**src/mesh_pkg.sv**
```systemverilog
// shared flit/opcode encodings and default sizes; x width must hold every tile index
`default_nettype none

package mesh_pkg;

  // flit kind on the row links
  typedef enum logic {
    PKT_REQ = 1'b0,
    PKT_RSP = 1'b1
  } pkt_kind_e;

  // host memory command opcodes, 2'b11 is unused
  typedef enum logic [1:0] {
    OP_STORE = 2'd0,
    OP_LOAD  = 2'd1,
    OP_ADD   = 2'd2
  } op_e;

  // default row geometry
  localparam int DEF_NUM_TILES = 4;
  localparam int DEF_X_WIDTH   = 3;

  // default payload sizes, 16 words per tile
  localparam int DEF_ADDR_WIDTH = 4;
  localparam int DEF_DATA_WIDTH = 32;
  localparam int DEF_TAG_WIDTH  = 8;

endpackage

`default_nettype wire

```
**src/host_injector.sv**
```systemverilog
// one command per cycle max, no back-pressure; x >= num_tiles_p is dropped with a cmd_err_o pulse
`default_nettype none

module host_injector #(
  parameter int num_tiles_p  = mesh_pkg::DEF_NUM_TILES,
  parameter int x_width_p    = mesh_pkg::DEF_X_WIDTH,
  parameter int addr_width_p = mesh_pkg::DEF_ADDR_WIDTH,
  parameter int data_width_p = mesh_pkg::DEF_DATA_WIDTH,
  parameter int tag_width_p  = mesh_pkg::DEF_TAG_WIDTH
) (
  input  wire                       clk_i,
  input  wire                       arst_n_i,
  input  wire                       cmd_v_i,
  input  wire mesh_pkg::op_e        cmd_op_i,
  input  wire [x_width_p-1:0]       cmd_x_i,
  input  wire [addr_width_p-1:0]    cmd_addr_i,
  input  wire [data_width_p-1:0]    cmd_data_i,
  input  wire [tag_width_p-1:0]     cmd_tag_i,
  output logic                      cmd_err_o,
  output logic                      flit_v_o,
  output mesh_pkg::pkt_kind_e       flit_kind_o,
  output mesh_pkg::op_e             flit_op_o,
  output logic [x_width_p-1:0]      flit_x_o,
  output logic [addr_width_p-1:0]   flit_addr_o,
  output logic [data_width_p-1:0]   flit_data_o,
  output logic [tag_width_p-1:0]    flit_tag_o
);
  import mesh_pkg::*;

  // one extra bit so a tile count of 2**x_width_p still compares correctly
  localparam logic [x_width_p:0] num_tiles_lp = (x_width_p + 1)'(num_tiles_p);

  logic cmd_legal;

  assign cmd_legal = ({1'b0, cmd_x_i} < num_tiles_lp);

  always_ff @(posedge clk_i or negedge arst_n_i) begin
    if (!arst_n_i) begin
      flit_v_o  <= 1'b0;
      cmd_err_o <= 1'b0;
    end else begin
      flit_v_o  <= cmd_v_i & cmd_legal;
      cmd_err_o <= cmd_v_i & ~cmd_legal;
    end
  end

  // request payload, captured with each command
  always_ff @(posedge clk_i) begin
    if (cmd_v_i) begin
      flit_kind_o <= PKT_REQ;
      flit_op_o   <= cmd_op_i;
      flit_x_o    <= cmd_x_i;
      flit_addr_o <= cmd_addr_i;
      flit_data_o <= cmd_data_i;
      flit_tag_o  <= cmd_tag_i;
    end
  end

endmodule

`default_nettype wire

```
**src/mesh_router_node.sv**
```systemverilog
// eastbound-only link stage; a delivered request leaves as a response in the same slot
`default_nettype none

module mesh_router_node #(
  parameter int x_width_p    = mesh_pkg::DEF_X_WIDTH,
  parameter int addr_width_p = mesh_pkg::DEF_ADDR_WIDTH,
  parameter int data_width_p = mesh_pkg::DEF_DATA_WIDTH,
  parameter int tag_width_p  = mesh_pkg::DEF_TAG_WIDTH,
  parameter int tile_x_p     = 0
) (
  input  wire                       clk_i,
  input  wire                       rst_n_i,
  // west link
  input  wire                       in_v_i,
  input  wire mesh_pkg::pkt_kind_e  in_kind_i,
  input  wire mesh_pkg::op_e        in_op_i,
  input  wire [x_width_p-1:0]       in_x_i,
  input  wire [addr_width_p-1:0]    in_addr_i,
  input  wire [data_width_p-1:0]    in_data_i,
  input  wire [tag_width_p-1:0]     in_tag_i,
  // east link
  output logic                      out_v_o,
  output mesh_pkg::pkt_kind_e       out_kind_o,
  output mesh_pkg::op_e             out_op_o,
  output logic [x_width_p-1:0]      out_x_o,
  output logic [addr_width_p-1:0]   out_addr_o,
  output logic [data_width_p-1:0]   out_data_o,
  output logic [tag_width_p-1:0]    out_tag_o,
  // local data memory
  output logic                      mem_en_o,
  output mesh_pkg::op_e             mem_op_o,
  output logic [addr_width_p-1:0]   mem_addr_o,
  output logic [data_width_p-1:0]   mem_data_o,
  input  wire [data_width_p-1:0]    mem_result_i
);
  import mesh_pkg::*;

  localparam logic [x_width_p-1:0] my_x_lp = x_width_p'(tile_x_p);

  logic hit;

  // only a request for this column is consumed here
  assign hit = in_v_i && (in_kind_i == PKT_REQ) && (in_x_i == my_x_lp);

  assign mem_en_o   = hit;
  assign mem_op_o   = in_op_i;
  assign mem_addr_o = in_addr_i;
  assign mem_data_o = in_data_i;

  always_ff @(posedge clk_i or negedge rst_n_i) begin
    if (!rst_n_i) begin
      out_v_o <= 1'b0;
    end else begin
      out_v_o <= in_v_i;
    end
  end

  // turn a hit into a response, pass everything else on untouched
  always_ff @(posedge clk_i) begin
    if (in_v_i) begin
      out_kind_o <= hit ? PKT_RSP : in_kind_i;
      out_data_o <= hit ? mem_result_i : in_data_i;
      out_op_o   <= in_op_i;
      out_x_o    <= in_x_i;
      out_addr_o <= in_addr_i;
      out_tag_o  <= in_tag_i;
    end
  end

endmodule

`default_nettype wire

```
**src/mesh_row_top.sv**
```systemverilog
// one-row mesh; legal command at edge k answers at edge k+num_tiles_p+2, num_tiles_p <= 2**x_width_p
`default_nettype none

module mesh_row_top #(
  parameter int num_tiles_p  = mesh_pkg::DEF_NUM_TILES,
  parameter int x_width_p    = mesh_pkg::DEF_X_WIDTH,
  parameter int addr_width_p = mesh_pkg::DEF_ADDR_WIDTH,
  parameter int data_width_p = mesh_pkg::DEF_DATA_WIDTH,
  parameter int tag_width_p  = mesh_pkg::DEF_TAG_WIDTH
) (
  input  wire                       clk_i,
  input  wire                       arst_n_i,
  input  wire                       cmd_v_i,
  input  wire mesh_pkg::op_e        cmd_op_i,
  input  wire [x_width_p-1:0]       cmd_x_i,
  input  wire [addr_width_p-1:0]    cmd_addr_i,
  input  wire [data_width_p-1:0]    cmd_data_i,
  input  wire [tag_width_p-1:0]     cmd_tag_i,
  output logic                      cmd_err_o,
  output logic                      rsp_v_o,
  output mesh_pkg::op_e             rsp_op_o,
  output logic [tag_width_p-1:0]    rsp_tag_o,
  output logic [data_width_p-1:0]   rsp_data_o,
  output logic [15:0]               rsp_count_o
);
  import mesh_pkg::*;

  // link i feeds tile i, link num_tiles_p feeds the collector
  logic                    link_v    [num_tiles_p+1];
  pkt_kind_e               link_kind [num_tiles_p+1];
  op_e                     link_op   [num_tiles_p+1];
  logic [x_width_p-1:0]    link_x    [num_tiles_p+1];
  logic [addr_width_p-1:0] link_addr [num_tiles_p+1];
  logic [data_width_p-1:0] link_data [num_tiles_p+1];
  logic [tag_width_p-1:0]  link_tag  [num_tiles_p+1];

  host_injector #(
    .num_tiles_p (num_tiles_p),
    .x_width_p   (x_width_p),
    .addr_width_p(addr_width_p),
    .data_width_p(data_width_p),
    .tag_width_p (tag_width_p)
  ) host_injector_inst (
    .clk_i      (clk_i),
    .arst_n_i   (arst_n_i),
    .cmd_v_i    (cmd_v_i),
    .cmd_op_i   (cmd_op_i),
    .cmd_x_i    (cmd_x_i),
    .cmd_addr_i (cmd_addr_i),
    .cmd_data_i (cmd_data_i),
    .cmd_tag_i  (cmd_tag_i),
    .cmd_err_o  (cmd_err_o),
    .flit_v_o   (link_v[0]),
    .flit_kind_o(link_kind[0]),
    .flit_op_o  (link_op[0]),
    .flit_x_o   (link_x[0]),
    .flit_addr_o(link_addr[0]),
    .flit_data_o(link_data[0]),
    .flit_tag_o (link_tag[0])
  );

  for (genvar i = 0; i < num_tiles_p; i++) begin : g_tile
    mesh_tile #(
      .x_width_p   (x_width_p),
      .addr_width_p(addr_width_p),
      .data_width_p(data_width_p),
      .tag_width_p (tag_width_p),
      .tile_x_p    (i)
    ) mesh_tile_inst (
      .clk_i     (clk_i),
      .arst_n_i  (arst_n_i),
      .in_v_i    (link_v[i]),
      .in_kind_i (link_kind[i]),
      .in_op_i   (link_op[i]),
      .in_x_i    (link_x[i]),
      .in_addr_i (link_addr[i]),
      .in_data_i (link_data[i]),
      .in_tag_i  (link_tag[i]),
      .out_v_o   (link_v[i+1]),
      .out_kind_o(link_kind[i+1]),
      .out_op_o  (link_op[i+1]),
      .out_x_o   (link_x[i+1]),
      .out_addr_o(link_addr[i+1]),
      .out_data_o(link_data[i+1]),
      .out_tag_o (link_tag[i+1])
    );
  end

  response_collector #(
    .data_width_p(data_width_p),
    .tag_width_p (tag_width_p)
  ) response_collector_inst (
    .clk_i      (clk_i),
    .arst_n_i   (arst_n_i),
    .in_v_i     (link_v[num_tiles_p]),
    .in_kind_i  (link_kind[num_tiles_p]),
    .in_op_i    (link_op[num_tiles_p]),
    .in_data_i  (link_data[num_tiles_p]),
    .in_tag_i   (link_tag[num_tiles_p]),
    .rsp_v_o    (rsp_v_o),
    .rsp_op_o   (rsp_op_o),
    .rsp_tag_o  (rsp_tag_o),
    .rsp_data_o (rsp_data_o),
    .rsp_count_o(rsp_count_o)
  );

endmodule

`default_nettype wire

```
**src/mesh_tile.sv**
```systemverilog
// one row tile; local reset leaves two clocks after arst_n_i rises, flits sent earlier are lost
`default_nettype none

module mesh_tile #(
  parameter int x_width_p    = mesh_pkg::DEF_X_WIDTH,
  parameter int addr_width_p = mesh_pkg::DEF_ADDR_WIDTH,
  parameter int data_width_p = mesh_pkg::DEF_DATA_WIDTH,
  parameter int tag_width_p  = mesh_pkg::DEF_TAG_WIDTH,
  parameter int tile_x_p     = 0
) (
  input  wire                       clk_i,
  input  wire                       arst_n_i,
  input  wire                       in_v_i,
  input  wire mesh_pkg::pkt_kind_e  in_kind_i,
  input  wire mesh_pkg::op_e        in_op_i,
  input  wire [x_width_p-1:0]       in_x_i,
  input  wire [addr_width_p-1:0]    in_addr_i,
  input  wire [data_width_p-1:0]    in_data_i,
  input  wire [tag_width_p-1:0]     in_tag_i,
  output logic                      out_v_o,
  output mesh_pkg::pkt_kind_e       out_kind_o,
  output mesh_pkg::op_e             out_op_o,
  output logic [x_width_p-1:0]      out_x_o,
  output logic [addr_width_p-1:0]   out_addr_o,
  output logic [data_width_p-1:0]   out_data_o,
  output logic [tag_width_p-1:0]    out_tag_o
);
  import mesh_pkg::*;

  logic [1:0]              rst_sync_r;
  logic                    rst_n;
  logic                    mem_en;
  op_e                     mem_op;
  logic [addr_width_p-1:0] mem_addr;
  logic [data_width_p-1:0] mem_data;
  logic [data_width_p-1:0] mem_result;

  // reset re-timed per tile, async assert, sync release
  always_ff @(posedge clk_i or negedge arst_n_i) begin
    if (!arst_n_i) begin
      rst_sync_r <= 2'b00;
    end else begin
      rst_sync_r <= {rst_sync_r[0], 1'b1};
    end
  end

  assign rst_n = rst_sync_r[1];

  mesh_router_node #(
    .x_width_p   (x_width_p),
    .addr_width_p(addr_width_p),
    .data_width_p(data_width_p),
    .tag_width_p (tag_width_p),
    .tile_x_p    (tile_x_p)
  ) mesh_router_node_inst (
    .clk_i       (clk_i),
    .rst_n_i     (rst_n),
    .in_v_i      (in_v_i),
    .in_kind_i   (in_kind_i),
    .in_op_i     (in_op_i),
    .in_x_i      (in_x_i),
    .in_addr_i   (in_addr_i),
    .in_data_i   (in_data_i),
    .in_tag_i    (in_tag_i),
    .out_v_o     (out_v_o),
    .out_kind_o  (out_kind_o),
    .out_op_o    (out_op_o),
    .out_x_o     (out_x_o),
    .out_addr_o  (out_addr_o),
    .out_data_o  (out_data_o),
    .out_tag_o   (out_tag_o),
    .mem_en_o    (mem_en),
    .mem_op_o    (mem_op),
    .mem_addr_o  (mem_addr),
    .mem_data_o  (mem_data),
    .mem_result_i(mem_result)
  );

  tile_dmem #(
    .addr_width_p(addr_width_p),
    .data_width_p(data_width_p)
  ) tile_dmem_inst (
    .clk_i       (clk_i),
    .rst_n_i     (rst_n),
    .mem_en_i    (mem_en),
    .mem_op_i    (mem_op),
    .mem_addr_i  (mem_addr),
    .mem_data_i  (mem_data),
    .mem_result_o(mem_result)
  );

endmodule

`default_nettype wire

```
**src/response_collector.sv**
```systemverilog
// drains the east edge every cycle; request flits that reach it are ignored, count wraps at 16 bits
`default_nettype none

module response_collector #(
  parameter int data_width_p = mesh_pkg::DEF_DATA_WIDTH,
  parameter int tag_width_p  = mesh_pkg::DEF_TAG_WIDTH
) (
  input  wire                       clk_i,
  input  wire                       arst_n_i,
  input  wire                       in_v_i,
  input  wire mesh_pkg::pkt_kind_e  in_kind_i,
  input  wire mesh_pkg::op_e        in_op_i,
  input  wire [data_width_p-1:0]    in_data_i,
  input  wire [tag_width_p-1:0]     in_tag_i,
  output logic                      rsp_v_o,
  output mesh_pkg::op_e             rsp_op_o,
  output logic [tag_width_p-1:0]    rsp_tag_o,
  output logic [data_width_p-1:0]   rsp_data_o,
  output logic [15:0]               rsp_count_o
);
  import mesh_pkg::*;

  logic rsp_hit;

  assign rsp_hit = in_v_i && (in_kind_i == PKT_RSP);

  always_ff @(posedge clk_i or negedge arst_n_i) begin
    if (!arst_n_i) begin
      rsp_v_o     <= 1'b0;
      rsp_count_o <= '0;
    end else begin
      rsp_v_o <= rsp_hit;
      if (rsp_hit) begin
        rsp_count_o <= rsp_count_o + 16'd1;
      end
    end
  end

  // host response payload
  always_ff @(posedge clk_i) begin
    if (rsp_hit) begin
      rsp_op_o   <= in_op_i;
      rsp_tag_o  <= in_tag_i;
      rsp_data_o <= in_data_i;
    end
  end

endmodule

`default_nettype wire

```
**src/tile_dmem.sv**
```systemverilog
// 2**addr_width_p words cleared by reset; combinational read, write on the edge when enabled
`default_nettype none

module tile_dmem #(
  parameter int addr_width_p = mesh_pkg::DEF_ADDR_WIDTH,
  parameter int data_width_p = mesh_pkg::DEF_DATA_WIDTH
) (
  input  wire                       clk_i,
  input  wire                       rst_n_i,
  input  wire                       mem_en_i,
  input  wire mesh_pkg::op_e        mem_op_i,
  input  wire [addr_width_p-1:0]    mem_addr_i,
  input  wire [data_width_p-1:0]    mem_data_i,
  output logic [data_width_p-1:0]   mem_result_o
);
  import mesh_pkg::*;

  localparam int words_lp = 2 ** addr_width_p;

  logic [data_width_p-1:0] mem_r [words_lp];
  logic [data_width_p-1:0] rd_data;
  logic [data_width_p-1:0] wr_data;
  logic                    wr_en;

  assign rd_data = mem_r[mem_addr_i];

  // execute unit
  always_comb begin
    wr_en        = 1'b0;
    wr_data      = rd_data;
    mem_result_o = rd_data;
    case (mem_op_i)
      OP_STORE: begin
        wr_en        = mem_en_i;
        wr_data      = mem_data_i;
        mem_result_o = mem_data_i;
      end
      OP_ADD: begin
        // old value goes back, sum stays in memory
        wr_en   = mem_en_i;
        wr_data = rd_data + mem_data_i;
      end
      default: begin
        wr_en = 1'b0;
      end
    endcase
  end

  always_ff @(posedge clk_i or negedge rst_n_i) begin
    if (!rst_n_i) begin
      for (int i = 0; i < words_lp; i++) begin
        mem_r[i] <= '0;
      end
    end else if (wr_en) begin
      mem_r[mem_addr_i] <= wr_data;
    end
  end

endmodule

`default_nettype wire

```
**config.mk**
```make
export PLATFORM = sky130hd
export DESIGN_NAME = mesh_row_top
export DESIGN_NICKNAME = d
export VERILOG_FILES = /design/src/mesh_pkg.sv /design/src/host_injector.sv /design/src/mesh_router_node.sv /design/src/mesh_row_top.sv /design/src/mesh_tile.sv /design/src/response_collector.sv /design/src/tile_dmem.sv
export SDC_FILE = /design/constraint.sdc
export NUM_CORES = 2
export LEC_CHECK = 0
export BUFFER_PORTS_ARGS = -buffer_cell sky130_fd_sc_hd__buf_2
export CORE_UTILIZATION = 23
export CTS_CLUSTER_SIZE = 28
export DETAILED_ROUTE_END_ITERATION = 8
export PLACE_DENSITY_LB_ADDON = 0.25
export SYNTH_ARGS = -nofsm -noshare
export SYNTH_HDL_FRONTEND = slang
export SYNTH_HIERARCHICAL = 1
export SYNTH_SLANG_ARGS = --single-unit
```
**constraint.sdc**
```tcl
create_clock -name clk_i -period 31.3 [get_ports clk_i]
set_input_delay 0 -clock clk_i [delete_from_list [all_inputs] [get_ports clk_i]]
set_output_delay 0 -clock clk_i [all_outputs]
set_load 0.01 [all_outputs]
```
==> results.toml <==
[timing]
tns_ps = 0
clock_skew_ps = 120
period_share = 0.202
min_period_ps = 6320
hold_violations = 0
tightest_slew_ps = 1310
slew_viol_final = 0
slew_headroom = 0.125
fmax_mhz = 158
setup_viol = 0
rsz0062_at_grt = "no"

[job]
maxCapViolations = 0

[yosys]
netlist_area_um2 = 116000
syn_inst = 10400
synth_fp_nets = 10600
syn_area_per_cell_um2 = 11.1
yosysWarnings = 6

[setup_path]
max_stage_delay_ps = 940
crit_path_max_fanout = 83
rrSetupSlack_ps = 24980
crit_buf_inv = 3
crit_chain = "buf_4, buf_12, buf_4, mux4_2, mux4_2, ha_1, a21oi_1, o21ai_0, o41ai_1, or2_2, o311a_1, xnor2_1, a211oi_2, a21oi_1"
criticalPathCategory = "reg -> reg"
crit_path_top_delay_cell = "a211oi_2"
cp.required_ps = 32000
cp-end-kind = "register"
arrival_ps = 7020
start_kind = "register"
reg2reg_depth = 14
cp_top_family = "compound AO/OA/AOI/OAI gates"

[global_routing]
grt_max_degree = 182
grt_pass1_vias = 79500
grt_pass1_wl_um = 582000
gr-total-overflow = 0
grt_usage = 0.152
antenna_found_initial = 13

[finish]
final_area_um2 = 134000
areaGrowthSynthToFinish_pct = 15.0
fin_nets = 10400
drive_above_1_share = 0.212

[power]
p_int_w = 0.00538
seqPwrFrac = 0.449
switching_share = 0.254
net-switching-power_w = 0.00183
powerDensity_nw_per_um2 = 54.0
pwr-share-clk = 0.480
vdd_drop_max_uv = 41.5
power_leakage_nw = 58.6
pwr-share-comb = 0.071

[placed_design]
hpwlAfterDp_um = 247000
gp_congestion = 0.869
placed_area_um2 = 123000
port_buffers = 111

[clocking]
cts-buffers-inserted = 291
clk_latency_ps = 990
clk_pin_slew_worst_paths_ps = 60
clockRootBuffer = "clkbuf_16"
cts_buffer_depth = 4
htree_num_levels = 5
clock_sinks = 2363
cts_tree = "built"

[drt]
wl_per_cell_um = 23.1
via_per_inst = 4.68
ant_nets = 0
routed_wl_um = 397000
drc = 0
drt_pass1_iterations = 7
drt-initial-drc-count = 6710
vias = 80500

[floorplan]
die-area_um2 = 509000
initial_utilization = 0.231
num_io_pins = 112
die-width_um = 713
core_area_um2 = 503000
dieHeight_um = 713
row_count = 260

[min_path]
hp-start = "cmd_v_i"
hold_path_depth = 2
hp-class = "in -> reg"
holdPathEnd = "host_injector_inst/flit_tag_o[1]"

[status]
status = "complete, no violations"
[placed cells by master (no fill, tap or decap), types with 43 or more instances in the layout]
master         instances
a21oi_1              484
nand3_1               62
ha_1                 125
a31oi_1              251
nor2_1               687
buf_2                110
mux2_2               419
nand4_1               56
nand2_1             2448
buf_4                269
mux2_4               121
dlygate4sd3_1        100
o21ai_1              125
edfxtp_1             284
o211ai_1              50
xnor2_1               56
clkbuf_8              52
nor2b_1               44
clkbuf_1              70
nor3_1                80
a21o_1                49
clkbuf_16            296
dfrtp_1             2071
inv_1                 47
o21ai_0              743
nor2_4                43
mux4_2               596
[state kept, by name, indices dropped and copies added (netlist names), 9 cells and up]
name                                                    flops
response_collector_inst/rsp_count_o                        16
g_tile.mesh_tile_inst/mesh_router_node_inst/out_tag_o      32
g_tile.mesh_tile_inst/mesh_router_node_inst/out_data_o    128
host_injector_inst/flit_data_o                             32
g_tile.mesh_tile_inst/tile_dmem_inst/mem_r               2048
g_tile.mesh_tile_inst/mesh_router_node_inst/out_addr_o     12
response_collector_inst/rsp_data_o                         32
g_tile.mesh_tile_inst/mesh_router_node_inst/out_x_o         9
[power by group through the flow]
stage / Clock [W] / Combinational (W) / Sequential (W)
3_5_place_dp: 0 / 0.000507 / 0.00330
4_1_cts: 0.00357 / 0.000518 / 0.00324
2_1_floorplan: 0 / 0.000329 / 0.00330
6_report: 0.00346 / 0.000510 / 0.00324
5_1_grt: 0.00369 / 0.000555 / 0.00325
3_3_place_gp: 0 / 0.000506 / 0.00330
[layout make-up]
cell class / count / area [µm²]
antenna: 5 / 12.5
fill: 52700 / 369000
multi-input combinational: 7072 / 51100
tap: 6681 / 8360
clock buffer: 418 / 8390
sequential: 2363 / 60600
timing repair buffer: 488 / 3750
inverter: 52 / 196
clock inverter: 105 / 1390
[per-layer routing]
metal | GRT usage | routed length (µm) | vias to the layer above
met3 | 0.0209 | 20000 | 476
li1 | - | - | 36600
met2 | 0.247 | 185000 | 2000
met1 | 0.216 | 182000 | 41400
met4 | 0.0345 | 9530 | 0
met5 | 0 | 0 | -
[metrics by stage]
| stage | setup WS, ps | util | hold WS [ps] | power [W] | std cells |
|---|---|---|---|---|---|
| after global placement | 24830 | 0.245 | 177 | 0.00380 | 16600 |
| after detailed placement | 24920 | 0.245 | 178 | 0.00380 | 16600 |
| after floorplan | 15880 | - | -296 | 0.00363 | 10400 |
| after CTS | 24920 | 0.266 | 6.37 | 0.00733 | 17200 |
| after global routing | 24390 | 0.266 | 41.4 | 0.00749 | 17200 |
| final | 24980 | 0.266 | 66.0 | 0.00722 | 17200 |
[worst max-delay path by stage]
stage                                       endpoint  slack (ps)  depth (start not counted)                                   start
final                                       register       24980                         14                                register
after global routing                        register       24390                         14                                register
after CTS                                   register       24920                         14                                register
after detailed placement                    register       24920                         14                                register
after global placement                      register       24830                         14                                register
after floorplan           asynchronous set/reset pin       15880                          0  g_tile[0].mesh_tile_inst/rst_sync_r[1]
[what timing repair did]
item | 4_1_cts | 5_1_grt
hold buffers | 100 | 0
resized for setup | 0 | 0
setup endpoints to repair | 0 | 0
buffers inserted | 0 | 0
endpoints found under the hold margin | 123 | 0
(Power assumes the default switching activity.)
